--- src/vision_pkg.sv ---
package vision_pkg;

  // raster and pixel widths
  typedef logic [10:0] hcount_t;  // up to 2047 columns incl. blanking
  typedef logic [9:0]  vcount_t;  // up to 1023 lines incl. blanking
  typedef logic [15:0] rgb565_t;  // r[15:11] g[10:5] b[4:0]
  typedef logic [23:0] rgb888_t;  // r[23:16] g[15:8] b[7:0]
  typedef logic [8:0]  key_x_t;   // key boundary x, frame store units

  localparam int NUM_KEY_LINES = 13;  // top edge boundaries
  localparam int NUM_CENTROIDS = 3;   // thumb, middle, pinky
  localparam int SCALE_SHIFT   = 2;   // 4x upscale

  // APB register map, byte offsets
  localparam logic [7:0] REG_MODE      = 8'h00;
  localparam logic [7:0] REG_KEY_BASE  = 8'h10;  // 13 words
  localparam logic [7:0] REG_CENT_BASE = 8'h50;  // 3 words

  typedef enum logic [1:0] {
    OVL_NONE  = 2'd0,  // image only
    OVL_KEYS  = 2'd1,  // key boundary lines
    OVL_CROSS = 2'd2,  // centroid crosshairs
    OVL_BOTH  = 2'd3
  } overlay_mode_t;

  // data word as seen in the key window
  typedef struct packed {
    logic        en;   // bit 31
    logic [21:0] pad;
    key_x_t      x;    // bits 8:0
  } key_word_t;

  // data word as seen in the centroid window
  typedef struct packed {
    logic [10:0] pad;
    vcount_t     y;    // bits 20:11
    hcount_t     x;    // bits 10:0
  } centroid_word_t;

  // one APB data word, decoded by address window
  typedef union packed {
    key_word_t      key;
    centroid_word_t cent;
  } apb_word_u;

endpackage
--- src/video_timing.sv ---
`timescale 1ns/1ps

module video_timing #(
  parameter int H_ACTIVE = 1280,
  parameter int H_FRONT  = 110,
  parameter int H_SYNC   = 40,
  parameter int H_BACK   = 220,
  parameter int V_ACTIVE = 720,
  parameter int V_FRONT  = 5,
  parameter int V_SYNC   = 5,
  parameter int V_BACK   = 20
) (
  input  logic              clk_pixel,
  input  logic              recent_reset,
  output vision_pkg::hcount_t hcount_o,
  output vision_pkg::vcount_t vcount_o,
  output logic              hsync_o,
  output logic              vsync_o,
  output logic              de_o,
  output logic              new_frame_o
);
  import vision_pkg::*;

  localparam int H_TOTAL   = H_ACTIVE + H_FRONT + H_SYNC + H_BACK;
  localparam int V_TOTAL   = V_ACTIVE + V_FRONT + V_SYNC + V_BACK;
  localparam int HS_START  = H_ACTIVE + H_FRONT;  // first sync column
  localparam int VS_START  = V_ACTIVE + V_FRONT;  // first sync line

  hcount_t h_q;
  vcount_t v_q;

  // free running raster, h wraps into v
  always_ff @(posedge clk_pixel) begin
    if (recent_reset) begin
      h_q <= '0;
      v_q <= '0;
    end else if (h_q == hcount_t'(H_TOTAL - 1)) begin
      h_q <= '0;
      if (v_q == vcount_t'(V_TOTAL - 1)) begin
        v_q <= '0;  // back to top of frame
      end else begin
        v_q <= v_q + 1'b1;
      end
    end else begin
      h_q <= h_q + 1'b1;
    end
  end

  assign hcount_o = h_q;
  assign vcount_o = v_q;

  // decodes are same cycle as the counters
  assign hsync_o = (h_q >= hcount_t'(HS_START)) && (h_q < hcount_t'(HS_START + H_SYNC));
  assign vsync_o = (v_q >= vcount_t'(VS_START)) && (v_q < vcount_t'(VS_START + V_SYNC));
  assign de_o    = (h_q < hcount_t'(H_ACTIVE)) && (v_q < vcount_t'(V_ACTIVE));

  // one cycle pulse, first blanking pixel below the image
  assign new_frame_o = (h_q == hcount_t'(H_ACTIVE)) && (v_q == vcount_t'(V_ACTIVE));

endmodule

--- config.mk ---
export PLATFORM = sky130hd
export DESIGN_NAME = video_timing
export DESIGN_NICKNAME = d
export VERILOG_FILES = /design/src/vision_pkg.sv /design/src/video_timing.sv
export SDC_FILE = /design/constraint.sdc
export NUM_CORES = 1
export LEC_CHECK = 0
export ABC_AREA = 1
export BUFFER_PORTS_ARGS = -buffer_cell sky130_fd_sc_hd__buf_2
export CAP_MARGIN = 40
export CORE_AREA = 2 2 59 61
export DETAILED_ROUTE_END_ITERATION = 10
export DIE_AREA = 0 0 61 63
export GPL_TIMING_DRIVEN = 0
export PLACE_DENSITY = 0.64
export RECOVER_POWER = 50
export SLEW_MARGIN = 20
export SYNTH_ARGS = -nofsm -noshare
export SYNTH_HDL_FRONTEND = slang
export SYNTH_SLANG_ARGS = --single-unit
--- constraint.sdc ---
create_clock -name clk_pixel -period 1.74 [get_ports clk_pixel]
set_clock_uncertainty 0.2 [all_clocks]
set_input_delay 0.087 -clock clk_pixel [delete_from_list [all_inputs] [get_ports clk_pixel]]
set_output_delay 0.087 -clock clk_pixel [all_outputs]
set_load 0.02 [all_outputs]
# == Word-level counts from Yosys, hierarchy flattened ==
# Index checks and enable logic that the tools add are counted.
# totals
reg_bits,21
inputBits,2
wordCells,20
output_inout_bits,25
# op_classes
mux,1
reduce_logical,5
order_cmp,6
add_sub_neg,2
eq_ne,4
# op_table
operator,count
"== test 11 bit, second input constant",2
"< comparator 11 bit, second input constant",2
"== test 10 bit, second input constant",2
"< comparator 10 bit, second input constant",2
"adder 11 x 1 -> 11 bit, second input constant",1
"greater-or-equal comparator 11 bit, second input constant",1
"adder 10 x 1 -> 10 bit, second input constant",1
"greater-or-equal comparator 10 bit, second input constant",1
2-to-1 mux 10 bit,1
logical AND 1 bit,4
OR reduction 2 bit,1

# == Depth between registers and ports, before layout ==
# logic_depth
depth_word,2
mapped_depth,9

# == Least setup slack after synthesis ==
# No wires, ideal clock.
# synth_path
kind,register -> output
from,register h_q[1] (netlist: hcount_o[1])
to,output port hsync_o
stages_incl_launch_ff,6
arrival_time_ns,1.455
required_time_ns,1.453
path_slack_ns,-0.002
cell_sequence,dfxtp_1 -> ha_1 -> nor2_1 -> o21ai_0 -> nand3_1 -> a21boi_0
# synth_via
elab_chain_cells,2
elab_cells_between_ends,3
# synth_rtl
element,line,source
from (decl),video_timing.sv:29,hcount_t h_q;
from (signal assigned),video_timing.sv:45,h_q <= h_q + 1'b1;
greater-or-equal comparator 11 bit or < comparator 11 bit (tied branches),video_timing.sv:53,assign hsync_o = (h_q >= hcount_t'(HS_START)) && (h_q < hcount_t'(HS_START + H_SYNC));
logical AND 1 bit (*),video_timing.sv:53,
to (decl),video_timing.sv:17,"output logic hsync_o,"
# Mark *: on every way between the ends. The rest lies on a longest branch, timed or not.

# == Worst setup path in the final report ==
# layout_path
from,register h_q[0] (netlist: hcount_o[0])
to,output port hsync_o
# Same word-level chain as after synthesis.

==> flow_summary.yaml <==
synthesis:
  yosysMostFrequentCell: "nand2_1"
  ys_seq_area_share_pct: 30.2
  synth_area_um2: 1390
  synth.avg_cell_area_um2: 6.24
  yosys_warnings: 0
  ys_types: 24
  synth_common_cells: "nand2_1, nor2_1, nand3_1"
  synth_fp_nets: 231
  synth_top_area_cell: "dfxtp_1"
  synth_seq_cells: 21
  synth-async-reset-ratio_pct: 0
  synthCells: 223
  synthDominantCellAreaShare_pct: 30.2
  synthFlopType: "dfxtp_1"
  synth.area.top_cells: "dfxtp_1, nand2_1, nand3_1"
  synth-edff-count: 0
die:
  die_y_um: 63
  fp.dieW_um: 61
  die_area_um2: 3840
  start_util_pct: 43.1
  rows: 21
  core_area_um2: 3230
  ioPinCount: 27
cells_and_area:
  areaGrowthSynthToFinish_pct: 27.5
  final_cell_area_um2: 1770
  n_antenna_cell: 0
  nFillCells: 346
  nets: 269
  drive_gt1_share_pct: 31.5
critical_path:
  worstSetupPathDepth: 7
  r2r-end: "vcount_o[0]"
  start_kind: "flop"
  crit_type: "reg2out"
  critPathTopFamily: "flip-flops"
  arrival_ps: 1430
  rrSetupSlack_ps: 140
  crit_slowest_cell: "dfxtp_4"
  crit_required_ps: 1450
  path_buf_inv: 2
  crit_path_end_kind: "primary output"
  cp_max_fo: 3
  r2r_cells: 7
  reg2reg_from: "hcount_o[1]"
  path_cells: "inv_4 > ha_4 > nor2_2 > o21ai_2 > nand3_1 > a21boi_1 > buf_4"
  worstSetupEndpoint: "hsync_o"
  cp_slowest_stage_delay_ps: 370
  startpoint: "hcount_o[0]"
worst_hold_path:
  whs_path_depth: 3
  hold_start: "recent_reset"
  min_path_type: "in2reg"
timing:
  finalHoldViolCount: 0
  setup_violations: 0
  fin_crit_ps: 1720
  max_freq_ghz: 0.582
  min_period_over_period_pct: 98.7
  rsz0062_at_grt: "true"
  hold_slack_ps: 255
  slew_viol_final: 0
  tightest_slew_ps: 270
  slew_headroom_pct: 81.9
routing:
  dr.pass1.iters: 6
  wirelength_um: 3390
  vias: 1482
  wire_per_inst_um: 11.1
  drtIter0Drc: 65
  drc: 0
  final_antenna_net_count: 0
  via_per_inst: 4.84
clocking:
  clock-sinks: 21
  clkTransAtPathRegs_ps: 120
  cts.path.max_buffers: 2
  tritoncts: "yes"
  cts_root_buffer: "clkbuf_4"
  htreeDepth: 1
  cts_made_buffers: 3
  insertion_delay_ps: 310
power_and_ir_drop:
  p_leak_nw: 0.760
  ir_drop_v: 0.000288
  powerDensity_nw_per_um2: 467
global_route:
  grt_pass1_vias: 1298
  grtUsageTotal_pct: 19.3
  grt_pass1_wl_um: 5780
  antenna_found_initial: 0
  grt_max_degree: 12
  globalRoute.totalOverflow: 0
status:
  status: "completed"
placement:
  dpl-instance-area_um2: 1580
  port_buffers: 26
  dp_hpwl_um: 2500
  gp_congestion: 0.853
job:
  cap_violations: 0
final cells by class:
class                   count  area, µm²  share of cell area (%)
flip-flops and latches     21        450                    25.4
well taps                  46       57.6                    3.24
repair buffers             33        189                    10.6
plain buffers               3       27.5                    1.55
clock buffers               4       26.3                    1.48
inverters                  31        121                    6.84
multi-input cells         168        902                    50.8
worst min-delay path by stage:
stage                  endpoint
finish              vcount_o[8]
CTS                 vcount_o[8]
detailed placement  vcount_o[8]
global placement    vcount_o[8]
floorplan           vcount_o[8]
global route        vcount_o[8]
registers in the layout, indices dropped and copies added (netlist names):
register / flops
hcount_o: 11
vcount_o: 10
worst min-delay path, cell delays in order:
cell,delay [ps]
dlygate4sd3_1,520
buf_2,100
a21oi_1,30
per-layer routing:
metal	vias up	routed length [µm]	GRT usage (%)
met5	-	0	0
met4	0	74	5.71
met3	9	161	2.48
met2	42	1450	26.5
met1	640	1710	30.8
li1	791	-	-
timing repair:
action	CTS	global route
hold endpoints to repair	4	0
hold buffers	1	0
setup buffers	4	2
gates cloned	0	0
resized for setup	23	23
setup endpoints to repair	5	23
pin swaps	5	5
layout by cell type (no fill, tap or decap), types with 4 or more instances in the layout:
cell type   n
a21oi_1     9
buf_2      21
buf_4       9
clkbuf_1    4
dfxtp_1     5
dfxtp_2    12
dfxtp_4     4
inv_1      25
inv_2       4
nand2_1    50
nand2_2     4
nand3_1    32
nand4_1     4
nor2_1     35
nor2_2      8
o21ai_0     4
cell families after synthesis:
logic type	synth area share [%]
fa+ha+maj	5.40
xor+xnor	0.630
buf+inv	10.3
compound gates	6.65
simple gates	46.8
flops	30.2
power breakdown:
group          internal [mW]  switching, mW  total (mW)
logic                 0.0385         0.0516      0.0901
clock network         0.0896          0.156       0.246
registers              0.483        0.00885       0.492
total                  0.611          0.216       0.828
metrics by stage:
stage | worst slack (ps) | power, mW | setup TNS, ps | cells | util (%)
2_1_floorplan | 20.9 | 0.552 | 0 | 223 | -
3_3_place_gp | 35.3 | 0.569 | 0 | 295 | 48.9
3_5_place_dp | 15.1 | 0.569 | 0 | 295 | 48.9
4_1_cts | -15.8 | 0.837 | -28.4 | 304 | 52.6
5_1_grt | -82.9 | 0.875 | -167 | 306 | 54.9
6_report | 23.1 | 0.828 | 0 | 306 | 54.9
Note: power is estimated with default switching activity, not from simulation.
