File: config.mk
export PLATFORM = sky130hd
export DESIGN_NAME = overlay_regs
export DESIGN_NICKNAME = d
export VERILOG_FILES = /design/src/vision_pkg.sv /design/src/overlay_regs.sv
export SDC_FILE = /design/constraint.sdc
export NUM_CORES = 1
export LEC_CHECK = 0
export BUFFER_PORTS_ARGS = -buffer_cell sky130_fd_sc_hd__buf_2
export CAP_MARGIN = 25
export CORE_MARGIN = 4
export CORE_UTILIZATION = 55
export DETAILED_ROUTE_END_ITERATION = 8
export PLACE_DENSITY = 0.84
export SYNTH_ARGS = -nofsm -noshare
export SYNTH_HDL_FRONTEND = slang
export SYNTH_SLANG_ARGS = --single-unit
File: constraint.sdc
create_clock -name clk_pixel -period 3.2 [get_ports clk_pixel]
set_input_delay 0.64 -clock clk_pixel [delete_from_list [all_inputs] [get_ports clk_pixel]]
set_output_delay 0.64 -clock clk_pixel [all_outputs]
set_load 0.02 [all_outputs]
File: src/vision_pkg.sv
package vision_pkg;

  // raster and pixel widths
  typedef logic [10:0] hcount_t;  // up to 2047 columns incl. blanking
  typedef logic [9:0]  vcount_t;  // up to 1023 lines incl. blanking
  typedef logic [15:0] rgb565_t;  // r[15:11] g[10:5] b[4:0]
  typedef logic [23:0] rgb888_t;  // r[23:16] g[15:8] b[7:0]
  typedef logic [8:0]  key_x_t;   // key boundary x, frame store units

  localparam int NUM_KEY_LINES = 13;  // top edge boundaries
  localparam int NUM_CENTROIDS = 3;   // thumb, middle, pinky
  localparam int SCALE_SHIFT   = 2;   // 4x upscale

  // APB register map, byte offsets
  localparam logic [7:0] REG_MODE      = 8'h00;
  localparam logic [7:0] REG_KEY_BASE  = 8'h10;  // 13 words
  localparam logic [7:0] REG_CENT_BASE = 8'h50;  // 3 words

  typedef enum logic [1:0] {
    OVL_NONE  = 2'd0,  // image only
    OVL_KEYS  = 2'd1,  // key boundary lines
    OVL_CROSS = 2'd2,  // centroid crosshairs
    OVL_BOTH  = 2'd3
  } overlay_mode_t;

  // data word as seen in the key window
  typedef struct packed {
    logic        en;   // bit 31
    logic [21:0] pad;
    key_x_t      x;    // bits 8:0
  } key_word_t;

  // data word as seen in the centroid window
  typedef struct packed {
    logic [10:0] pad;
    vcount_t     y;    // bits 20:11
    hcount_t     x;    // bits 10:0
  } centroid_word_t;

  // one APB data word, decoded by address window
  typedef union packed {
    key_word_t      key;
    centroid_word_t cent;
  } apb_word_u;

endpackage
File: src/overlay_regs.sv
`timescale 1ns/1ps

module overlay_regs #(
  parameter int H_ACTIVE = 1280,
  parameter int V_ACTIVE = 720
) (
  input  logic                       clk_pixel,
  input  logic                       recent_reset,
  input  logic                       psel_i,
  input  logic                       penable_i,
  input  logic                       pwrite_i,
  input  logic [7:0]                 paddr_i,
  input  logic [31:0]                pwdata_i,
  output logic [31:0]                prdata_o,
  output vision_pkg::overlay_mode_t  mode_o,
  output logic [vision_pkg::NUM_KEY_LINES-1:0] key_en_o,
  output vision_pkg::key_x_t [vision_pkg::NUM_KEY_LINES-1:0] key_x_o,
  output vision_pkg::hcount_t [vision_pkg::NUM_CENTROIDS-1:0] cent_x_o,
  output vision_pkg::vcount_t [vision_pkg::NUM_CENTROIDS-1:0] cent_y_o
);
  import vision_pkg::*;

  logic       access;    // access phase of any transfer
  logic       wr_en;
  logic [7:0] key_off;
  logic [7:0] cent_off;
  logic [3:0] key_idx;
  logic [1:0] cent_idx;
  logic       mode_sel;
  logic       key_sel;
  logic       cent_sel;
  apb_word_u  wr_u;      // incoming word, decoded per window
  apb_word_u  rd_u;      // outgoing key or centroid word
  logic [31:0] rd_word;

  assign access = psel_i & penable_i;
  assign wr_en  = access & pwrite_i;
  assign wr_u   = pwdata_i;

  // address windows, word aligned only
  assign key_off  = paddr_i - REG_KEY_BASE;
  assign cent_off = paddr_i - REG_CENT_BASE;
  assign key_idx  = key_off[5:2];
  assign cent_idx = cent_off[3:2];
  assign mode_sel = (paddr_i == REG_MODE);
  assign key_sel  = (paddr_i >= REG_KEY_BASE) && (key_off < 8'(4 * NUM_KEY_LINES)) &&
                    (paddr_i[1:0] == 2'b00);
  assign cent_sel = (paddr_i >= REG_CENT_BASE) && (cent_off < 8'(4 * NUM_CENTROIDS)) &&
                    (paddr_i[1:0] == 2'b00);

  // write takes effect at the end of the access phase
  always_ff @(posedge clk_pixel) begin
    if (recent_reset) begin
      mode_o   <= OVL_NONE;
      key_en_o <= '0;
      key_x_o  <= '0;
      for (int i = 0; i < NUM_CENTROIDS; i++) begin
        cent_x_o[i] <= hcount_t'((i + 1) * H_ACTIVE / 4);  // spread across the width
        cent_y_o[i] <= vcount_t'(V_ACTIVE / 2);            // mid height
      end
    end else if (wr_en) begin
      if (mode_sel) mode_o <= overlay_mode_t'(pwdata_i[1:0]);
      for (int i = 0; i < NUM_KEY_LINES; i++) begin
        if (key_sel && key_idx == i) begin
          key_en_o[i] <= wr_u.key.en;
          key_x_o[i]  <= wr_u.key.x;
        end
      end
      for (int i = 0; i < NUM_CENTROIDS; i++) begin
        if (cent_sel && cent_idx == i) begin
          cent_x_o[i] <= wr_u.cent.x;
          cent_y_o[i] <= wr_u.cent.y;
        end
      end
    end
  end

  // read mux, unused bits and unmapped addresses give zero
  always_comb begin
    rd_u    = '0;
    rd_word = '0;
    for (int i = 0; i < NUM_KEY_LINES; i++) begin
      if (key_sel && key_idx == i) begin
        rd_u.key.en = key_en_o[i];
        rd_u.key.x  = key_x_o[i];
      end
    end
    for (int i = 0; i < NUM_CENTROIDS; i++) begin
      if (cent_sel && cent_idx == i) begin
        rd_u.cent.x = cent_x_o[i];
        rd_u.cent.y = cent_y_o[i];
      end
    end
    if (mode_sel) rd_word = 32'(mode_o);
    else if (key_sel || cent_sel) rd_word = rd_u;
  end

  assign prdata_o = (access && !pwrite_i) ? rd_word : '0;  // no wait states

endmodule

## After elaboration in Yosys (flattened, before gate mapping)

Index checks and enable logic that the tools add are counted.

- Bits in registers: 195
- Latch bits: 0
- Bits in writable memories: 0
- ROM bits: 0
- Bits of input ports: 45
- Output and inout port bits: 227
- Word-level logic and storage cells: 131
- Memories kept: 0

- Add/subtract/negate cells: 2
- Multipliers: 0
- Div/mod/pow operators: 0
- $lt $le $gt $ge: 4
- Eq/ne operators: 14
- Shifts and indexed selects: 0
- Mux-type cells: 32
- Bitwise logic cells: 2
- Reduce and logical (&&, ||, !) cells: 44

Operators by type and width:

| operator | number |
|---|---|
| $mux 9 | 13 |
| $mux 32 | 3 |
| $mux 21 | 3 |
| $reduce_and 2->1 | 17 |
| $logic_and 1x1->1 | 21 |
| $eq 4x4->1 const B | 5 |
| $eq 4x3->1 const B | 4 |
| $mux 1 | 13 |
| $eq 4x2->1 const B | 2 |
| $ge 8x5->1 const B | 1 |
| $ge 8x7->1 const B | 1 |
| $logic_not 8->1 | 1 |
| $lt 8x4->1 const B | 1 |
| $lt 8x6->1 const B | 1 |
| $sub 8x5->8 const B | 1 |
| $sub 8x7->8 const B | 1 |
| $eq 4x1->1 const B | 1 |
| $logic_not 2->1 | 2 |
| $logic_not 4->1 | 1 |
| $and 1x1->1 | 2 |
| $eq 2x1->1 const B | 1 |
| $eq 2x2->1 const B | 1 |
| $logic_not 1->1 | 1 |
| $logic_or 1x1->1 | 1 |

## Longest topological paths before layout

- Word-level depth: 24
- Gate-level depth with buffers: 8
- Mapped depth without buffers: 5

## Worst setup path after synthesis

OpenSTA, ideal clock, no wires.

- Kind: input-to-output
- Start: input port paddr_i[6]
- End: output port prdata_o[4]
- Data arrival time: 2243 ps
- Data required time: 2560 ps
- Slack: 317 ps
- Cell stages on the path: 7
- Buffers on the path: 2
- Cell sequence: or4_1 > buf_6 > nor2_4 > buf_6 > o21ai_2 > a22o_1 > a31oi_1

- Longest elaborated chain between the ends: 24
- Elaborated cells on any way between the ends: 47
- Classes of those cells: 2 x add/sub; 4 x order compare; 19 x mux; 22 x reduce/logical

Ends and longest elaborated chain:

| what | RTL line | source |
|---|---|---|
| from (decl) | overlay_regs.sv:12 | `input logic [7:0] paddr_i,` |
| $sub 8x5->8 | overlay_regs.sv:41 | `assign key_off = paddr_i - REG_KEY_BASE;` |
| $lt 8x6->1 | overlay_regs.sv:46 | `assign key_sel = (paddr_i >= REG_KEY_BASE) && (key_off < 8'(4 * NUM_KEY_LINES)) &&` |
| $logic_and 1x1->1 (2 in series) | overlay_regs.sv:46 |  |
| $logic_and 1x1->1 | overlay_regs.sv:83 | `if (key_sel && key_idx == i) begin` |
| $mux 9 (13 in series) | overlay_regs.sv:83 |  |
| $mux 21 (3 in series) | overlay_regs.sv:89 | `if (cent_sel && cent_idx == i) begin` |
| $mux 32 | overlay_regs.sv:95 | `else if (key_sel \|\| cent_sel) rd_word = rd_u;` |
| $mux 32 (*) | overlay_regs.sv:94 | `if (mode_sel) rd_word = 32'(mode_o);` |
| $mux 32 (*) | overlay_regs.sv:98 | `assign prdata_o = (access && !pwrite_i) ? rd_word : '0;` |
| to (decl) | overlay_regs.sv:14 | `output logic [31:0] prdata_o,` |

Mark *: on every way between the ends. The rest lies on a longest branch, timed or not.

## Worst setup path in the final report

- Start: input port paddr_i[6]
- End: output port prdata_o[7]

The elaborated chain is that of the path after synthesis.

==> impl_metrics.ini <==
[status]
status = finished with violations
failed_checks = negative setup slack

[setup_path]
startpoint_type = input port
critPathArrivalTime_ns = 2.56
crit_type = in2out
reg2reg_depth = 2
crit_fanout = 7
reg2reg_slack_ns = 2.42
worstPathRequired_ns = 2.56
critPathCaptureType = output pin
rr_endpoint = key_x_o[30]$_SDFFE_PP0P_
reg2reg_from = key_x_o[30]$_SDFFE_PP0P_

[finish]
seq_area_um2 = 3900
num_antenna_cells = 0
multi_input_area_um2 = 4980
area_growth_pct = 25.4
mostFrequentLayoutCells = 247 x buf_2, 195 x dfxtp_1, 190 x nand2_1
final_net_count = 1408
layout_commonest_cell = buf_2
drive_gt1_share_pct = 29.0
fill_cells = 1329

[place]
place_ws_ns = -0.0915
port_buffers = 251
place_congestion = 1.00
dpl.hpwl_um = 24900

[clock_tree]
clock_latency_ns = 0.43
holdBufCountCts = 0
numCtsBuffers = 17
cts_sinks = 195
cts_tree = done
cts_max_level = 4
clk_path_buf_depth = 2
path_clk_slew_ns = 0.07
cts_root_buffer = clkbuf_16

[yosys]
synth_ff_type = dfxtp_1
synth-adder-area-share_pct = 0
synth-compound-area-share_pct = 14.9
synth_top_cell_area_share_pct = 41.9
synthTopCellsByArea = dfxtp_1 42%, mux2i_1 13%, nand2_1 7.6%, a21oi_1 5.9%, nor2_1 5.6%
synth_top_family_by_area = simple AND/OR/NAND/NOR gates
synth_warnings = 0
ys_async_sr_fraction_pct = 0
seq_area_frac_synth_pct = 41.9
synth_mux_area_share_pct = 15.4
synth_edf_count = 0
synth_seq_cells = 195
synth_area_um2 = 9330
ys_types = 65
synth_xor_area_share_pct = 0
synthCells = 1115
synth-simple-area-share_pct = 22.2
netlist.top_cell.by_area = dfxtp_1
syn_avg_cell_area_um2 = 8.36

[power]
powerDensity_nw_per_um2 = 444
p_leak_nw = 4.86
power.total_mw = 5.19
ir_worst_vdd_uv = 358

[routing]
drt_iter0_drc = 1271
drt_first_pass_iters = 5
via_per_inst = 6.22
post-route-drc-count = 0
vias = 9929
wl_per_cell_um = 22.0
totalWireLength_um = 35100
drt.antenna.violating_nets = 0

[sta]
rsz0062_at_grt = false
finalWorstSetupSlack_ns = -0.00270
setup_viol = 1
report.final.slew_viol_count = 0
min_period_ns = 3.20
finalHoldViolations = 0
fmax_ghz = 0.312
worst_hold_slack_ns = 0.440
timing.final.crit_share_pct = 100
fin_skew_ns = 0
tightest_slew_ns = 0.673
slew_headroom_pct = 55.1

[floorplanning]
design.core.area_um2 = 16600
dieArea_um2 = 19100
fp.dieW_um = 138
row_count = 47
io_pins = 272
initial_core_util_pct = 56.2
die_height_um = 138

[flow_run]
drv_cap = 0

[hold_path]
hp-class = in2reg
min_path_cells = 3
hold_start = pwdata_i[16]
min_to = cent_y_o[25]$_SDFFE_PP1P_

[global_route]
grt_pass1_wl_um = 54000
grt_max_degree = 75
antenna_found_initial = 1
first_global_vias = 9229
grt_usage_pct = 35.2
grt_overflow = 0
==> what timing repair did <==
| item | in CTS | in global routing |
|---|---|---|
| endpoints found under the setup margin | 2 | 8 |
| hold endpoints to repair | 0 | 0 |
| pin swaps | 1 | 4 |
| gates cloned | 0 | 0 |
| setup buffers | 4 | 0 |
| resized for setup | 3 | 9 |
==> state kept, by name, summed over array words and instances (netlist names) <==
signal	flops
key_x_o	117
mode_o	2
cent_x_o	33
cent_y_o	30
key_en_o	13
==> where the power goes <==
group          internal (mW)  total (mW)  switching [mW]
Clock                   1.42        2.42           0.993
Sequential              2.43        2.43        0.000923
Combinational          0.105       0.349           0.245
==> cell type report <==
cell class	count	share of cell area (%)
Clock buffer	18	3.75
Clock inverter	14	1.89
Inverter	6	0.193
Multi-Input combinational cell	821	42.6
Sequential cell	195	33.4
Tap cell	220	2.35
Timing Repair Buffer	322	15.9
==> Yosys cell counts (all sizes together) (6+ instances only) <==
master   instances
nand4            6
buf             52
inv              6
clkbuf          50
nor3            10
and2             6
dfxtp          195
o2bb2ai          7
a31oi           11
mux2i          123
mux4             6
nor2           153
nand2          194
nand3           42
o22ai           10
a22oi            8
a21oi          110
mux2             6
nand3b          21
o21ai           29
==> cell families (layout without fill, tap and decap cells) <==
group | count (synthesis) | in the layout
simple gates | 454 | 454
compound gates | 222 | 222
flops | 195 | 195
mux | 135 | 135
buf+inv | 108 | 360
other cells | 1 | 10
==> worst max path at each step <==
stage	from	endpoint	slack [ns]	cells past startpoint
3_5_place_dp	paddr_i[6]	prdata_o[1]	-0.09	9
3_3_place_gp	paddr_i[6]	prdata_o[1]	-0.01	9
6_report	paddr_i[6]	prdata_o[7]	-0.003	7
5_1_grt	paddr_i[6]	prdata_o[7]	0.002	7
2_1_floorplan	paddr_i[6]	prdata_o[4]	0.32	7
4_1_cts	paddr_i[6]	prdata_o[1]	0.02	9
==> per-stage QoR <==
stage	cell area (um^2)	std cells	setup TNS, ns	utilization, %
2_1_floorplan	9360	1124	0	-
3_3_place_gp	11000	1561	-0.0127	66.2
3_5_place_dp	11000	1561	-0.134	66.2
4_1_cts	11700	1597	0	70.4
5_1_grt	11700	1596	0	70.5
6_report	11700	1596	-0.00270	70.5
==> critical path, stage by stage <==
cell      delay [ns]
buf_2           0.12
or4_4           0.65
nor2_2          0.33
a211oi_1        0.15
o221ai_1        0.27
a31oi_1         0.20
buf_2           0.20
==> layer usage <==
metal / track usage, % / share of wire, % / vias to the layer above
met3: 8.32 / 11 / 123
li1: - / - / 4357
met5: 0 / 0 / -
met1: 47.7 / 39 / 4726
met2: 54.2 / 46 / 723
met4: 14.4 / 4.1 / 0
(Power assumes the default switching activity.)
