--- config.mk ---
export PLATFORM = sky130hd
export DESIGN_NAME = overlay_mixer
export DESIGN_NICKNAME = d
export VERILOG_FILES = /design/src/vision_pkg.sv /design/src/overlay_mixer.sv
export SDC_FILE = /design/constraint.sdc
export NUM_CORES = 1
export LEC_CHECK = 0
export BUFFER_PORTS_ARGS = -buffer_cell sky130_fd_sc_hd__clkbuf_2
export CAP_MARGIN = 10
export CORE_MARGIN = 2
export CORE_UTILIZATION = 25
export DETAILED_ROUTE_END_ITERATION = 12
export REMOVE_ABC_BUFFERS = 1
export SETUP_SLACK_MARGIN = 0.15
export SYNTH_ARGS = -nofsm -noshare
export SYNTH_HDL_FRONTEND = slang
export SYNTH_SLANG_ARGS = --single-unit
--- constraint.sdc ---
create_clock -name clk_pixel -period 5.2 [get_ports clk_pixel]
set_input_delay 1.04 -clock clk_pixel [delete_from_list [all_inputs] [get_ports clk_pixel]]
set_output_delay 1.04 -clock clk_pixel [all_outputs]
set_load 0.01 [all_outputs]
--- src/vision_pkg.sv ---
package vision_pkg;

  // raster and pixel widths
  typedef logic [10:0] hcount_t;  // up to 2047 columns incl. blanking
  typedef logic [9:0]  vcount_t;  // up to 1023 lines incl. blanking
  typedef logic [15:0] rgb565_t;  // r[15:11] g[10:5] b[4:0]
  typedef logic [23:0] rgb888_t;  // r[23:16] g[15:8] b[7:0]
  typedef logic [8:0]  key_x_t;   // key boundary x, frame store units

  localparam int NUM_KEY_LINES = 13;  // top edge boundaries
  localparam int NUM_CENTROIDS = 3;   // thumb, middle, pinky
  localparam int SCALE_SHIFT   = 2;   // 4x upscale

  // APB register map, byte offsets
  localparam logic [7:0] REG_MODE      = 8'h00;
  localparam logic [7:0] REG_KEY_BASE  = 8'h10;  // 13 words
  localparam logic [7:0] REG_CENT_BASE = 8'h50;  // 3 words

  typedef enum logic [1:0] {
    OVL_NONE  = 2'd0,  // image only
    OVL_KEYS  = 2'd1,  // key boundary lines
    OVL_CROSS = 2'd2,  // centroid crosshairs
    OVL_BOTH  = 2'd3
  } overlay_mode_t;

  // data word as seen in the key window
  typedef struct packed {
    logic        en;   // bit 31
    logic [21:0] pad;
    key_x_t      x;    // bits 8:0
  } key_word_t;

  // data word as seen in the centroid window
  typedef struct packed {
    logic [10:0] pad;
    vcount_t     y;    // bits 20:11
    hcount_t     x;    // bits 10:0
  } centroid_word_t;

  // one APB data word, decoded by address window
  typedef union packed {
    key_word_t      key;
    centroid_word_t cent;
  } apb_word_u;

endpackage
--- src/overlay_mixer.sv ---
`timescale 1ns/1ps

module overlay_mixer #(
  parameter int H_ACTIVE = 1280
) (
  input  logic                      clk_pixel,
  input  logic                      recent_reset,
  input  vision_pkg::hcount_t       hcount_i,
  input  vision_pkg::vcount_t       vcount_i,
  input  logic                      hsync_i,
  input  logic                      vsync_i,
  input  logic                      de_i,
  input  vision_pkg::overlay_mode_t mode_i,
  input  logic [vision_pkg::NUM_KEY_LINES-1:0] key_en_i,
  input  vision_pkg::key_x_t [vision_pkg::NUM_KEY_LINES-1:0] key_x_i,
  input  vision_pkg::hcount_t [vision_pkg::NUM_CENTROIDS-1:0] cent_x_i,
  input  vision_pkg::vcount_t [vision_pkg::NUM_CENTROIDS-1:0] cent_y_i,
  input  vision_pkg::rgb888_t       pixel_i,
  output vision_pkg::rgb888_t       rgb_o,
  output logic                      hsync_o,
  output logic                      vsync_o,
  output logic                      de_o
);
  import vision_pkg::*;

  localparam hcount_t RIGHT_COL = hcount_t'(H_ACTIVE - 1);  // mirror pivot
  localparam rgb888_t WHITE     = 24'hFF_FFFF;

  logic       key_hit;
  logic       cross_hit;
  logic       hit;
  logic [2:0] hit_q;   // matches frame store latency
  logic [2:0] hs_q;
  logic [2:0] vs_q;
  logic [2:0] de_q;

  always_comb begin
    key_hit   = 1'b0;
    cross_hit = 1'b0;
    // key lines live in mirrored frame store columns
    for (int i = 0; i < NUM_KEY_LINES; i++) begin
      if (key_en_i[i] && hcount_i == RIGHT_COL - (hcount_t'(key_x_i[i]) << SCALE_SHIFT)) begin
        key_hit = 1'b1;
      end
    end
    // full column and full row per centroid
    for (int i = 0; i < NUM_CENTROIDS; i++) begin
      if (hcount_i == cent_x_i[i] || vcount_i == cent_y_i[i]) begin
        cross_hit = 1'b1;
      end
    end
    unique case (mode_i)
      OVL_KEYS:  hit = key_hit;
      OVL_CROSS: hit = cross_hit;
      OVL_BOTH:  hit = key_hit | cross_hit;
      default:   hit = 1'b0;
    endcase
    hit = hit & de_i;  // blanking stays black
  end

  // three stage delay, lines up with pixel_i
  always_ff @(posedge clk_pixel) begin
    if (recent_reset) begin
      hit_q <= '0;
      hs_q  <= '0;
      vs_q  <= '0;
      de_q  <= '0;
    end else begin
      hit_q <= {hit_q[1:0], hit};
      hs_q  <= {hs_q[1:0], hsync_i};
      vs_q  <= {vs_q[1:0], vsync_i};
      de_q  <= {de_q[1:0], de_i};
    end
  end

  // output stage, syncs keep low until the pipe has filled
  always_ff @(posedge clk_pixel) begin
    if (recent_reset) begin
      hsync_o <= 1'b0;
      vsync_o <= 1'b0;
      de_o    <= 1'b0;
    end else begin
      hsync_o <= hs_q[2];
      vsync_o <= vs_q[2];
      de_o    <= de_q[2];
    end
    rgb_o <= hit_q[2] ? WHITE : pixel_i;  // overlay wins over the image
  end

endmodule

# [Word level (Yosys, flattened, before mapping)]
# Index checks and enable logic that the tools add are counted.
[word_totals] wordCells=78 rom_bits=0 memories=0 inputBits=245 reg_bits=39 mem_bits_rw=0 output_inout_bits=27 latch_bits=0
[classes] bitwise=2 n_shift=0 magnitude_cmp=0 div_mod_pow=0 eq_ne=22 n_addsub=13 n_reduce_logical=16 n_mul=0 n_mux=17
[ops] operator="$eq 11x11->1" n=16
[ops] operator="$sub 11x11->11 const A" n=13
[ops] operator="$eq 10x10->1" n=3
[ops] operator="$mux 1" n=16
[ops] operator="$logic_and 1x1->1" n=13
[ops] operator="$eq 2x2->1 const B" n=2
[ops] operator="$logic_or 1x1->1" n=3
[ops] operator="$pmux 1 s3" n=1
[ops] operator="$eq 2x1->1 const B" n=1
[ops] operator="$and 1x1->1" n=1
[ops] operator="$or 1x1->1" n=1

# [Depth between registers and ports, before layout]
# Gate-level depths: netlist (run 1).
[logic_depth] depth_word=19 ltp_mapped=9 ltp_nobuf=9

# [Least setup slack after synthesis (run 1)]
# OpenSTA, ideal clock, no wires.
[synth_path] path_type="input port to flip-flop" start="input key_x_i[96] (netlist name)" end="register hit_q[0]" slack_ns=2.713 n_path_buf=0 path_stages=9 t_required_ns=5.141 t_arrival_ns=2.428 cell_sequence="inv_1 > ha_1 > xnor2_1 > nand4_1 > or4_1 > o21ai_1 > nor4_1 > a31oi_1 > a31o_1"
[synth_via] elab_chain_len=9
[synth_rtl] item="from (decl)" line_no="overlay_mixer.sv:15" rtl="input vision_pkg::key_x_t [vision_pkg::NUM_KEY_LINES-1:0] key_x_i,"
[synth_rtl] item="$sub 11x11->11 *" line_no="overlay_mixer.sv:42" rtl="if (key_en_i[i] && hcount_i == RIGHT_COL - (hcount_t'(key_x_i[i]) << SCALE_SHIFT)) begin"
[synth_rtl] item="$eq 11x11->1 *" line_no="overlay_mixer.sv:42"
[synth_rtl] item="$logic_and 1x1->1 *" line_no="overlay_mixer.sv:42"
[synth_rtl] item="$mux 1 * (3 in a row)" line_no="overlay_mixer.sv:42"
[synth_rtl] item="$or 1x1->1" line_no="overlay_mixer.sv:55" rtl="OVL_BOTH: hit = key_hit | cross_hit;"
[synth_rtl] item="$pmux 1 s3 *" line_no="overlay_mixer.sv:52" rtl="unique case (mode_i)"
[synth_rtl] item="$and 1x1->1 *" line_no="overlay_mixer.sv:58" rtl="hit = hit & de_i;"
[synth_rtl] item="to (signal assigned)" line_no="overlay_mixer.sv:69" rtl="hit_q <= {hit_q[1:0], hit};"
[synth_rtl] item="to (decl)" line_no="overlay_mixer.sv:32" rtl="logic [2:0] hit_q;"
# Every way passes the cells marked *; elsewhere a longest branch is shown, timed or not.
# A chain may end at the register's enable or synchronous reset.

# [Final worst setup path (run 1)]
[layout_path] start="input hcount_i[6]" end="register hit_q[0]"
[layout_via] elab_chain_len=18 elab_cells_between_ends=51 cone_classes="16 x eq/ne; 17 x mux; 2 x bitwise; 16 x reduce/logical"
[layout_rtl] item="from (decl)" line_no="overlay_mixer.sv:8" rtl="input vision_pkg::hcount_t hcount_i,"
[layout_rtl] item="$eq 11x11->1" line_no="overlay_mixer.sv:42"
[layout_rtl] item="$logic_and 1x1->1" line_no="overlay_mixer.sv:42"
[layout_rtl] item="$mux 1 (13 in a row)" line_no="overlay_mixer.sv:42"
[layout_rtl] item="$or 1x1->1" line_no="overlay_mixer.sv:55"
[layout_rtl] item="$pmux 1 s3 *" line_no="overlay_mixer.sv:52"
[layout_rtl] item="$and 1x1->1 *" line_no="overlay_mixer.sv:58"
# Marks and branches as above.

==> results.toml, run 1 <==
[global_route]
grt_overflow = 0
grt_usage_pct = 16.82
grt_pass1_wl_um = 19390
antenna_found_initial = 0
grt_pass1_vias = 3855
grt_max_degree = 25

[pwr]
p_sw_uw = 276.9
total_power_uw = 990.5
clock_power_share_pct = 34.3
p_leak_nw = 2.558
vdd_drop_max_mv = 0.1292
internal_power_uw = 713.6
switching_share_pct = 27.95
seqPwrFrac_pct = 31.8
powerDensity_mw_per_mm2 = 190.8
p_comb_share_pct = 33.9

[clocking]
cts_tree = "yes"
cts_max_level = 2
cts-resized-gates = 0
ctsHoldBuffers = 0
cts.clk_slew.worst_paths_ns = 0.06
clkLatencyLatePin_ns = 0.28
cts_num_sinks = 39
cts_root_buf = "clkbuf_16"
clk_path_buf_depth = 2
cts_setup_buffers = 0
cts_made_buffers = 5

[timing]
period_share_pct = 52.18
hold_viol_final = 0
tns_ns = 0
holdWs_ns = 0.4347
max_freq_ghz = 0.3685
finalSetupViolations = 0
rsz0062_at_grt = "no"
maxSlewViolCount = 0
skew_ns = 0.003250
fin_crit_ns = 2.714
slew_headroom_pct = 54.77
fin_ws_ns = 2.487
worst_pin_slew_ns = 0.6785

[worst_setup_path]
critPathCaptureType = "flip-flop"
crit_path_start_kind = "primary input"
crit_type = "primary input to flip-flop"
rr_endpoint = "rgb_o[14]"
reg2reg_depth = 1
worst-path-max-fanout = 16
cpMaxStageDelayCell = "clkbuf_2"
r2r-start = "hit_q[2]"
reg2reg_slack_ns = 4.18
path_common_cell = "nor4_1"
crit_path_max_incr_delay_ns = 0.50
critical_path_arrival_ns = 2.94
crit_path_start = "hcount_i[6]"
worstPathCellList = "clkbuf_2 > xnor2_1 > nor4_1 > nand4_1 > a2111oi_2 > nor4_1 > a31oi_1 > a31o_1"
cp_data_required_time_ns = 5.42
crit_path_end = "hit_q[0]"

[logic_synthesis]
synthAdderAreaFrac_pct = 4.519
synth.distinct_cells = 28
yosysTopAreaCell = "xor2_1"
netlist_area_mm2 = 0.003600
synth_seq_area_share_pct = 21.69
synth_top_family_by_area = "XOR/XNOR gates"
synth_compound_area_share_pct = 2.920
synth_xor_area_share_pct = 45.99
yosys.area_share.simple_pct = 17.73
synth-seq-cells = 39
synth.area.top_cells = "xor2_1 23%, xnor2_1 23%, dfxtp_1 22%"
synth_top_area_share_pct = 23.11
syn_area_per_cell_um2 = 8.780
ys_warn_count = 0
syn_inst = 410
synthMuxAreaShare_pct = 0

[die]
ioPinCount = 272
core_mm2 = 0.01399
start_util_pct = 25.73
die_h_um = 124.0
die_w_um = 124.0
die_area_mm2 = 0.01537
row_count = 43

[placed_design]
placed_cells = 839
place_congestion = 0.8855
pre_cts_slack_ns = 2.141
detailed_place_hpwl_um = 10880
port_buffers = 271

[drt]
top_layer_used = "met4"
first_iter_violations = 106
ant_nets = 0
drt-wirelength-per-cell_um = 15.46
wl_um = 13100
route.met3.wl_um = 1319
drt-met1-wl_um = 5208
vias = 3658
firstDrtPassIters = 4
met2WireLength_um = 6186
viasPerCell = 4.319
drc = 0

[worst_hold_path]
hold_class = "flip-flop to flip-flop"
min_from = "hit_q[1]"

[layout]
fin_nets = 924
diodes = 0
syn2layout_area_growth_pct = 44.18
drive_gt1_share_pct = 45.58
layout.cells.non_filler = 847

[flow_run]
drv_cap = 0

[outcome]
status = "finished clean"
==> critical path, delay by kind of cell <==
family                 cells  cell delay, ns
AND/OR/NAND/NOR            3            0.56
buffers and inverters      1            0.50
AO/OA/AOI/OAI              3            0.67
XOR/XNOR                   1            0.16
==> sequential cells by signal, indices dropped and copies added (netlist names) <==
name / count
rgb_o: 24
de_q: 3
hit_q: 3
hs_q: 3
vs_q: 3
de_o: 1
hsync_o: 1
vsync_o: 1
==> cells by family after synthesis <==
family,after synthesis
AO/OA/AOI/OAI,14
XOR/XNOR,189
adder cells (fa/ha/maj),13
buffers and inverters,48
flip-flops,39
AND/OR/NAND/NOR,107
==> power by group through the flow <==
| stage | logic, mW | clock network (mW) | registers (mW) |
|---|---|---|---|
| detailed placement | 0.339 | 0 | 0.322 |
| CTS | 0.341 | 0.349 | 0.315 |
| finish | 0.336 | 0.340 | 0.315 |
| floorplan | 0.158 | 0 | 0.327 |
| global placement | 0.337 | 0 | 0.321 |
| global route | 0.371 | 0.363 | 0.317 |
==> synth_stat cells <==
cell / count
xor2_1: 95
xnor2_1: 94
dfxtp_1: 39
inv_1: 26
or2_2: 24
nand4_1: 22
nor4_1: 21
nand3_1: 19
buf_4: 14
nor2b_1: 14
ha_1: 13
a21oi_1: 3
buf_6: 3
clkbuf_1: 3
nor3_1: 3
o2111ai_1: 3
a31oi_1: 2
buf_2: 2
a2111oi_2: 1
a31o_1: 1
a41oi_1: 1
and2_1: 1
nand2_1: 1
nor2_1: 1
o211ai_1: 1
o21ai_1: 1
o22ai_1: 1
or4_1: 1
==> per-layer routing <==
layer | global-route usage, % | up-vias
met1 | 19.48 | 1596
met5 | 0 | -
met3 | 4.625 | 26
met4 | 6.531 | 0
li1 | - | 1849
met2 | 29.36 | 187
==> worst min path at each step <==
stage | endpoint | depth (start not counted)
floorplan | de_o | 1
global placement | hs_q[1] | 1
detailed placement | hit_q[2] | 1
CTS | hs_q[1] | 1
global route | de_o | 1
finish | hit_q[2] | 1
==> layout by cell type (no fill, tap or decap), drive strengths merged <==
cell     netlist  layout
nand2          1       1
ha            13      13
inv           26      26
bufinv         0       1
nor2           1       1
xnor2         94      94
nor4          21      21
a2111oi        1       1
clkbuf         3     276
or2           24      24
dfxtp         39      39
a41oi          1       1
a21oi          3       3
clkinv         0       2
nor2b         14      14
or4            1       1
xor2          95      95
o22ai          1       1
a31oi          2       2
a31o           1       1
nand4         22      22
o2111ai        3       3
and2           1       1
o21ai          1       1
nor3           3       3
nand3         19      19
o211ai         1       1
==> final cells by class <==
class	count	area, um^2
Multi-Input combinational cell	323	2561
Clock buffer	5	125.1
Inverter	26	97.59
Fill cell	1502	8798
Clock inverter	3	43.79
Sequential cell	39	780.7
Timing Repair Buffer	271	1356
Tap cell	180	225.2
==> metrics by stage <==
stage | area, um^2 | util [%]
after floorplan | 3440 | -
after global placement | 5021 | 35.89
after detailed placement | 5021 | 35.89
after CTS | 5190 | 37.10
after global routing | 5190 | 37.10
final | 5190 | 37.10
Power figures use the tool's default switching activity.
==> inputs of run 2 (changes only) <==
==> constraint.sdc (replaced) <==
create_clock -name clk_pixel -period 2.2 [get_ports clk_pixel]
set_input_delay 0.44 -clock clk_pixel [delete_from_list [all_inputs] [get_ports clk_pixel]]
set_output_delay 0.44 -clock clk_pixel [all_outputs]
set_load 0.01 [all_outputs]
==> run 2 against run 1 <==
Routed wire length increased by 0.73%. Critical endpoint unchanged. Largest cell class unchanged. First-iteration DRC count grew 12%. Sequential power grew 140%. Sequential cell count unchanged. Critical path type unchanged. Hold slack got worse by 0.089 ns. Combinational power grew to 2.6 times the previous value. Core utilization increased by 2.8 points. Clock power rose by 140%. Setup slack got worse by 2.2 ns.
==> results.toml, run 2 (synthesis gave the netlist of run 1 again) <==
[drt]
drt-wirelength-per-cell_um = 14.95
viasPerCell = 4.257
wl_um = 13190
firstDrtPassIters = 4
vias = 3755
ant_nets = 0
drc = 0
first_iter_violations = 119

[pwr]
seqPwrFrac_pct = 30.7
total_power_mw = 2.429
p_leak_nw = 2.756
switching_share_pct = 27.10
powerDensity_mw_per_mm2 = 434.8
clock_power_share_pct = 33.5
internal_power_mw = 1.770
p_comb_share_pct = 35.8
vdd_drop_max_mv = 0.2829
p_sw_uw = 658.0

[clocking]
cts_root_buf = "clkbuf_16"
clk_path_buf_depth = 2
cts_tree = "yes"
cts_max_level = 2
cts_made_buffers = 5
cts.clk_slew.worst_paths_ns = 0.05
ctsHoldBuffers = 0
clkLatencyLatePin_ns = 0.27
cts_num_sinks = 39

[worst_hold_path]
min_from = "pixel_i[3]"
whs_endpoint = "rgb_o[3]"
hold_class = "primary input to flip-flop"
min_path_cells = 2

[flow_run]
drv_cap = 0

[timing]
worst_pin_slew_ns = 0.5836
skew_ns = 0.003508
hold_viol_final = 0
rsz0062_at_grt = "no"
fin_crit_ns = 1.906
period_share_pct = 86.66
finalSetupViolations = 0
fin_ws_ns = 0.2935
max_freq_ghz = 0.5245
slew_headroom_pct = 61.04
maxSlewViolCount = 0

[worst_setup_path]
cpMaxStageDelayCell = "nor4_1"
critical_path_arrival_ns = 2.12
crit_type = "primary input to flip-flop"
r2r-start = "hit_q[2]"
worstPathCellList = "clkbuf_2 > inv_1 > ha_1 > xnor2_1 > nand4_1 > nor4_1 > nor4_1 > a31oi_1 > a31o_1"
reg2reg_slack_ns = 1.21
critPathCaptureType = "flip-flop"
reg2reg_depth = 1
cp_data_required_time_ns = 2.42
crit_path_max_incr_delay_ns = 0.46
path_common_cell = "nor4_1"
rr_endpoint = "rgb_o[16]"
worst-path-max-fanout = 2
crit_path_start_kind = "primary input"

[layout]
post-route-util_pct = 39.93
layout.cells.non_filler = 882
mostFrequentLayoutCell = "clkbuf_2"
syn2layout_area_growth_pct = 55.16
final_cell_mix = "268 x clkbuf_2, 94 x xnor2_1, 94 x xor2_1"
largest_reg_flops = 24
drive_gt1_share_pct = 49.57
diodes = 0
fin_nets = 959
largest-register = "rgb_o"
final_area_mm2 = 0.005585

[die]
core_mm2 = 0.01399
row_count = 43
ioPinCount = 272
start_util_pct = 25.73
die_area_mm2 = 0.01537
die_h_um = 124.0
die_w_um = 124.0

[global_route]
grt_usage_pct = 16.92
antenna_found_initial = 0
grt_overflow = 0
grt_pass1_wl_um = 19660
grt_max_degree = 25
grt_pass1_vias = 3961

[placed_design]
detailed_place_hpwl_um = 11790
pre_cts_slack_ns = -0.2092
port_buffers = 271
place_congestion = 0.8954
placed_area_mm2 = 0.005316
placed_cells = 875

[outcome]
status = "finished clean"
## run 2: cell types whose count changed in the layout (fill, tap and decap cells not counted), sizes merged
cell    change
buf        +36
clkinv      -1
## run 2: how the worst max path moves through the flow
| stage | start | endpoint |
|---|---|---|
| 2_1_floorplan | key_x_i[96] | hit_q[0] |
| 3_3_place_gp | key_x_i[33] | hit_q[0] |
| 3_5_place_dp | key_x_i[33] | hit_q[0] |
| 4_1_cts | key_x_i[33] | hit_q[0] |
| 5_1_grt | hcount_i[8] | hit_q[0] |
| 6_report | key_x_i[114] | hit_q[0] |
## run 2: power groups by stage
stage / Sequential, mW / Clock (mW) / Combinational, mW
finish: 0.745 / 0.815 / 0.869
global route: 0.749 / 0.877 / 0.961
detailed placement: 0.760 / 0 / 0.857
global placement: 0.759 / 0 / 0.851
CTS: 0.745 / 0.840 / 0.865
floorplan: 0.773 / 0 / 0.373
## run 2: metrics by stage
stage,hold slack [ns],TNS [ns]
6_report,0.3460,0
5_1_grt,0.3440,0
4_1_cts,0.3393,0
3_5_place_dp,0.4239,-0.2092
3_3_place_gp,0.4148,-0.2170
2_1_floorplan,0.4138,0
## run 2: routing by layer
metal | up-vias | GRT usage, % | share of wire (%)
li1 | 1919 | - | -
met1 | 1644 | 19.80 | 41
met2 | 177 | 31.46 | 50
met3 | 15 | 3.388 | 8.3
met4 | 0 | 4.073 | 1.3
met5 | - | 0 | 0
## run 2: area by class of cell
class / instances / area, um^2
flip-flops and latches: 39 / 780.7
fillers: 1457 / 8403
inverters: 26 / 97.59
well taps: 180 / 225.2
clock inverters: 2 / 35.03
multi-input cells: 323 / 2639
repair buffers: 306 / 1669
clock buffers: 6 / 138.9
## run 2: worst max-delay path: cells and delay by family
kind	cells	cell delay, ns
fa+ha+maj	1	0.30
buf+inv	2	0.13
xor+xnor	1	0.16
compound gates	2	0.37
simple gates	3	0.71
## run 2: repair_timing
action                     4_1_cts  5_1_grt
resized for setup                3       17
setup buffers                    0        0
pin swaps                        0       14
cloned                           0        0
setup endpoints to repair        1        1
==> inputs of run 3 (changes only) <==
--- a/config.mk
+++ b/config.mk
@@ -9,7 +9,10 @@
 export CAP_MARGIN = 10
 export CORE_MARGIN = 2
 export CORE_UTILIZATION = 25
+export CTS_BUF_LIST = sky130_fd_sc_hd__clkbuf_4
+export CTS_CLUSTER_DIAMETER = 30
 export DETAILED_ROUTE_END_ITERATION = 12
+export MAX_ROUTING_LAYER = met4
 export REMOVE_ABC_BUFFERS = 1
 export SETUP_SLACK_MARGIN = 0.15
 export SYNTH_ARGS = -nofsm -noshare
==> run 3 against run 2 <==
First-iteration DRC count down 1.7%. Sequential cell count unchanged. Register-to-register slack worse by 0.05 ns. Clock skew up 0.0033 ns. Non-clock buffer count down 1. Fmax down 0.76%. Final area down 2.5%.
==> results.toml, run 3 (synthesis gave the netlist of run 1 again) <==
[layout]
fin_nets = 958
syn2layout_area_growth_pct = 51.23
largest-register = "rgb_o"
layout.cells.non_filler = 881
final_cell_mix = "271 x clkbuf_2, 95 x xor2_1, 94 x xnor2_1"
largest_reg_flops = 24
mostFrequentLayoutCell = "clkbuf_2"
drive_gt1_share_pct = 48.50
diodes = 0

[die]
row_count = 43
die_h_um = 124.0
ioPinCount = 272
start_util_pct = 25.73
core_mm2 = 0.01399
die_w_um = 124.0
die_area_mm2 = 0.01537

[worst_setup_path]
r2r-start = "hit_q[2]"
critPathCaptureType = "flip-flop"
crit_path_end = "hit_q[0]"
crit_path_start_kind = "primary input"
reg2reg_slack_ns = 1.16
cp_data_required_time_ns = 2.49
rr_endpoint = "rgb_o[14]"
reg2reg_depth = 1
crit_path_start = "key_x_i[51]"
crit_type = "primary input to flip-flop"
critical_path_arrival_ns = 2.21
worst-path-max-fanout = 2

[worst_hold_path]
hold_class = "primary input to flip-flop"

[clocking]
clkLatencyLatePin_ns = 0.33
cts_num_sinks = 39
clk_path_buf_depth = 2
cts.clk_slew.worst_paths_ns = 0.12
cts_made_buffers = 5
cts_tree = "yes"
cts_setup_buffers = 0
cts-resized-gates = 0
ctsHoldBuffers = 0
cts_max_level = 2
cts_root_buf = "clkbuf_4"

[global_route]
grt_pass1_wl_um = 19290
grt_pass1_vias = 3850
grt_overflow = 0
grt_usage_pct = 17.11
grt_max_degree = 25
antenna_found_initial = 0

[drt]
firstDrtPassIters = 4
first_iter_violations = 117
wl_um = 13000
drt-wirelength-per-cell_um = 14.75
viasPerCell = 4.243
drc = 0
vias = 3738
ant_nets = 0

[timing]
maxSlewViolCount = 0
fin_crit_ns = 1.921
finalSetupViolations = 0
rsz0062_at_grt = "no"
tns_ns = 0
skew_ns = 0.006772
worst_pin_slew_ns = 0.6243
slew_headroom_pct = 58.32
max_freq_ghz = 0.5205
period_share_pct = 87.32
holdWs_ns = 0.2742
hold_viol_final = 0

[flow_run]
drv_cap = 0

[pwr]
vdd_drop_max_mv = 0.3500
total_power_mw = 2.191
powerDensity_mw_per_mm2 = 402.4
p_leak_nw = 2.716

[placed_design]
placed_cells = 873
detailed_place_hpwl_um = 11620
place_congestion = 0.9118
port_buffers = 271

[outcome]
status = "finished clean"
## run 3: how the worst min path moves through the flow
stage / start / depth (start not counted) / end / slack [ns]
global placement: hs_q[0] / 1 / hs_q[1] / 0.42
detailed placement: de_q[0] / 1 / de_q[1] / 0.42
finish: pixel_i[4] / 2 / rgb_o[4] / 0.27
floorplan: de_q[2] / 1 / de_o / 0.41
global route: pixel_i[23] / 2 / rgb_o[23] / 0.25
CTS: pixel_i[4] / 2 / rgb_o[4] / 0.26
## run 3: worst max-delay path: stages
cell and delay, ns:
clkbuf_2 0.13, inv_1 0.05, ha_1 0.30, xor2_1 0.18
nor4_2 0.25, nand4_1 0.15, o22ai_1 0.26, nor4_2 0.09
a31oi_1 0.22, a31o_1 0.14
## run 3: report_power, final
| group | internal [mW] | leakage (nW) | switching [mW] |
|---|---|---|---|
| Combinational | 0.464 | 2.33 | 0.390 |
| Clock | 0.367 | 0.0559 | 0.227 |
| Sequential | 0.737 | 0.325 | 0.00658 |
| Total | 1.57 | 2.72 | 0.623 |
## run 3: final cells by class
| cell class | count | area [um^2] |
|---|---|---|
| Clock inverter | 2 | 60.06 |
| Clock buffer | 6 | 45.04 |
| Sequential cell | 39 | 780.7 |
| Inverter | 26 | 97.59 |
| Multi-Input combinational cell | 323 | 2574 |
| Timing Repair Buffer | 305 | 1662 |
| Tap cell | 180 | 225.2 |
| Fill cell | 1501 | 8544 |
## run 3: per-layer routing
layer | vias up | global-route usage, % | routed length, um | part of all wire, %
met3 | 16 | 2.793 | 1003 | 7.7
met4 | 0 | 4.284 | 213 | 1.6
li1 | 1914 | - | - | -
met5 | - | - | 0 | 0
met2 | 183 | 30.22 | 6314 | 49
met1 | 1625 | 20.27 | 5468 | 42
## run 3: through the flow
stage          instance area (um^2)  setup slack (ns)  utilization (%)
2_1_floorplan                  3440            0.3135                -
3_3_place_gp                   5326           -0.1983            38.08
3_5_place_dp                   5326           -0.1790            38.08
4_1_cts                        5431            0.1747            38.83
5_1_grt                        5444            0.1549            38.92
6_report                       5444            0.2789            38.92
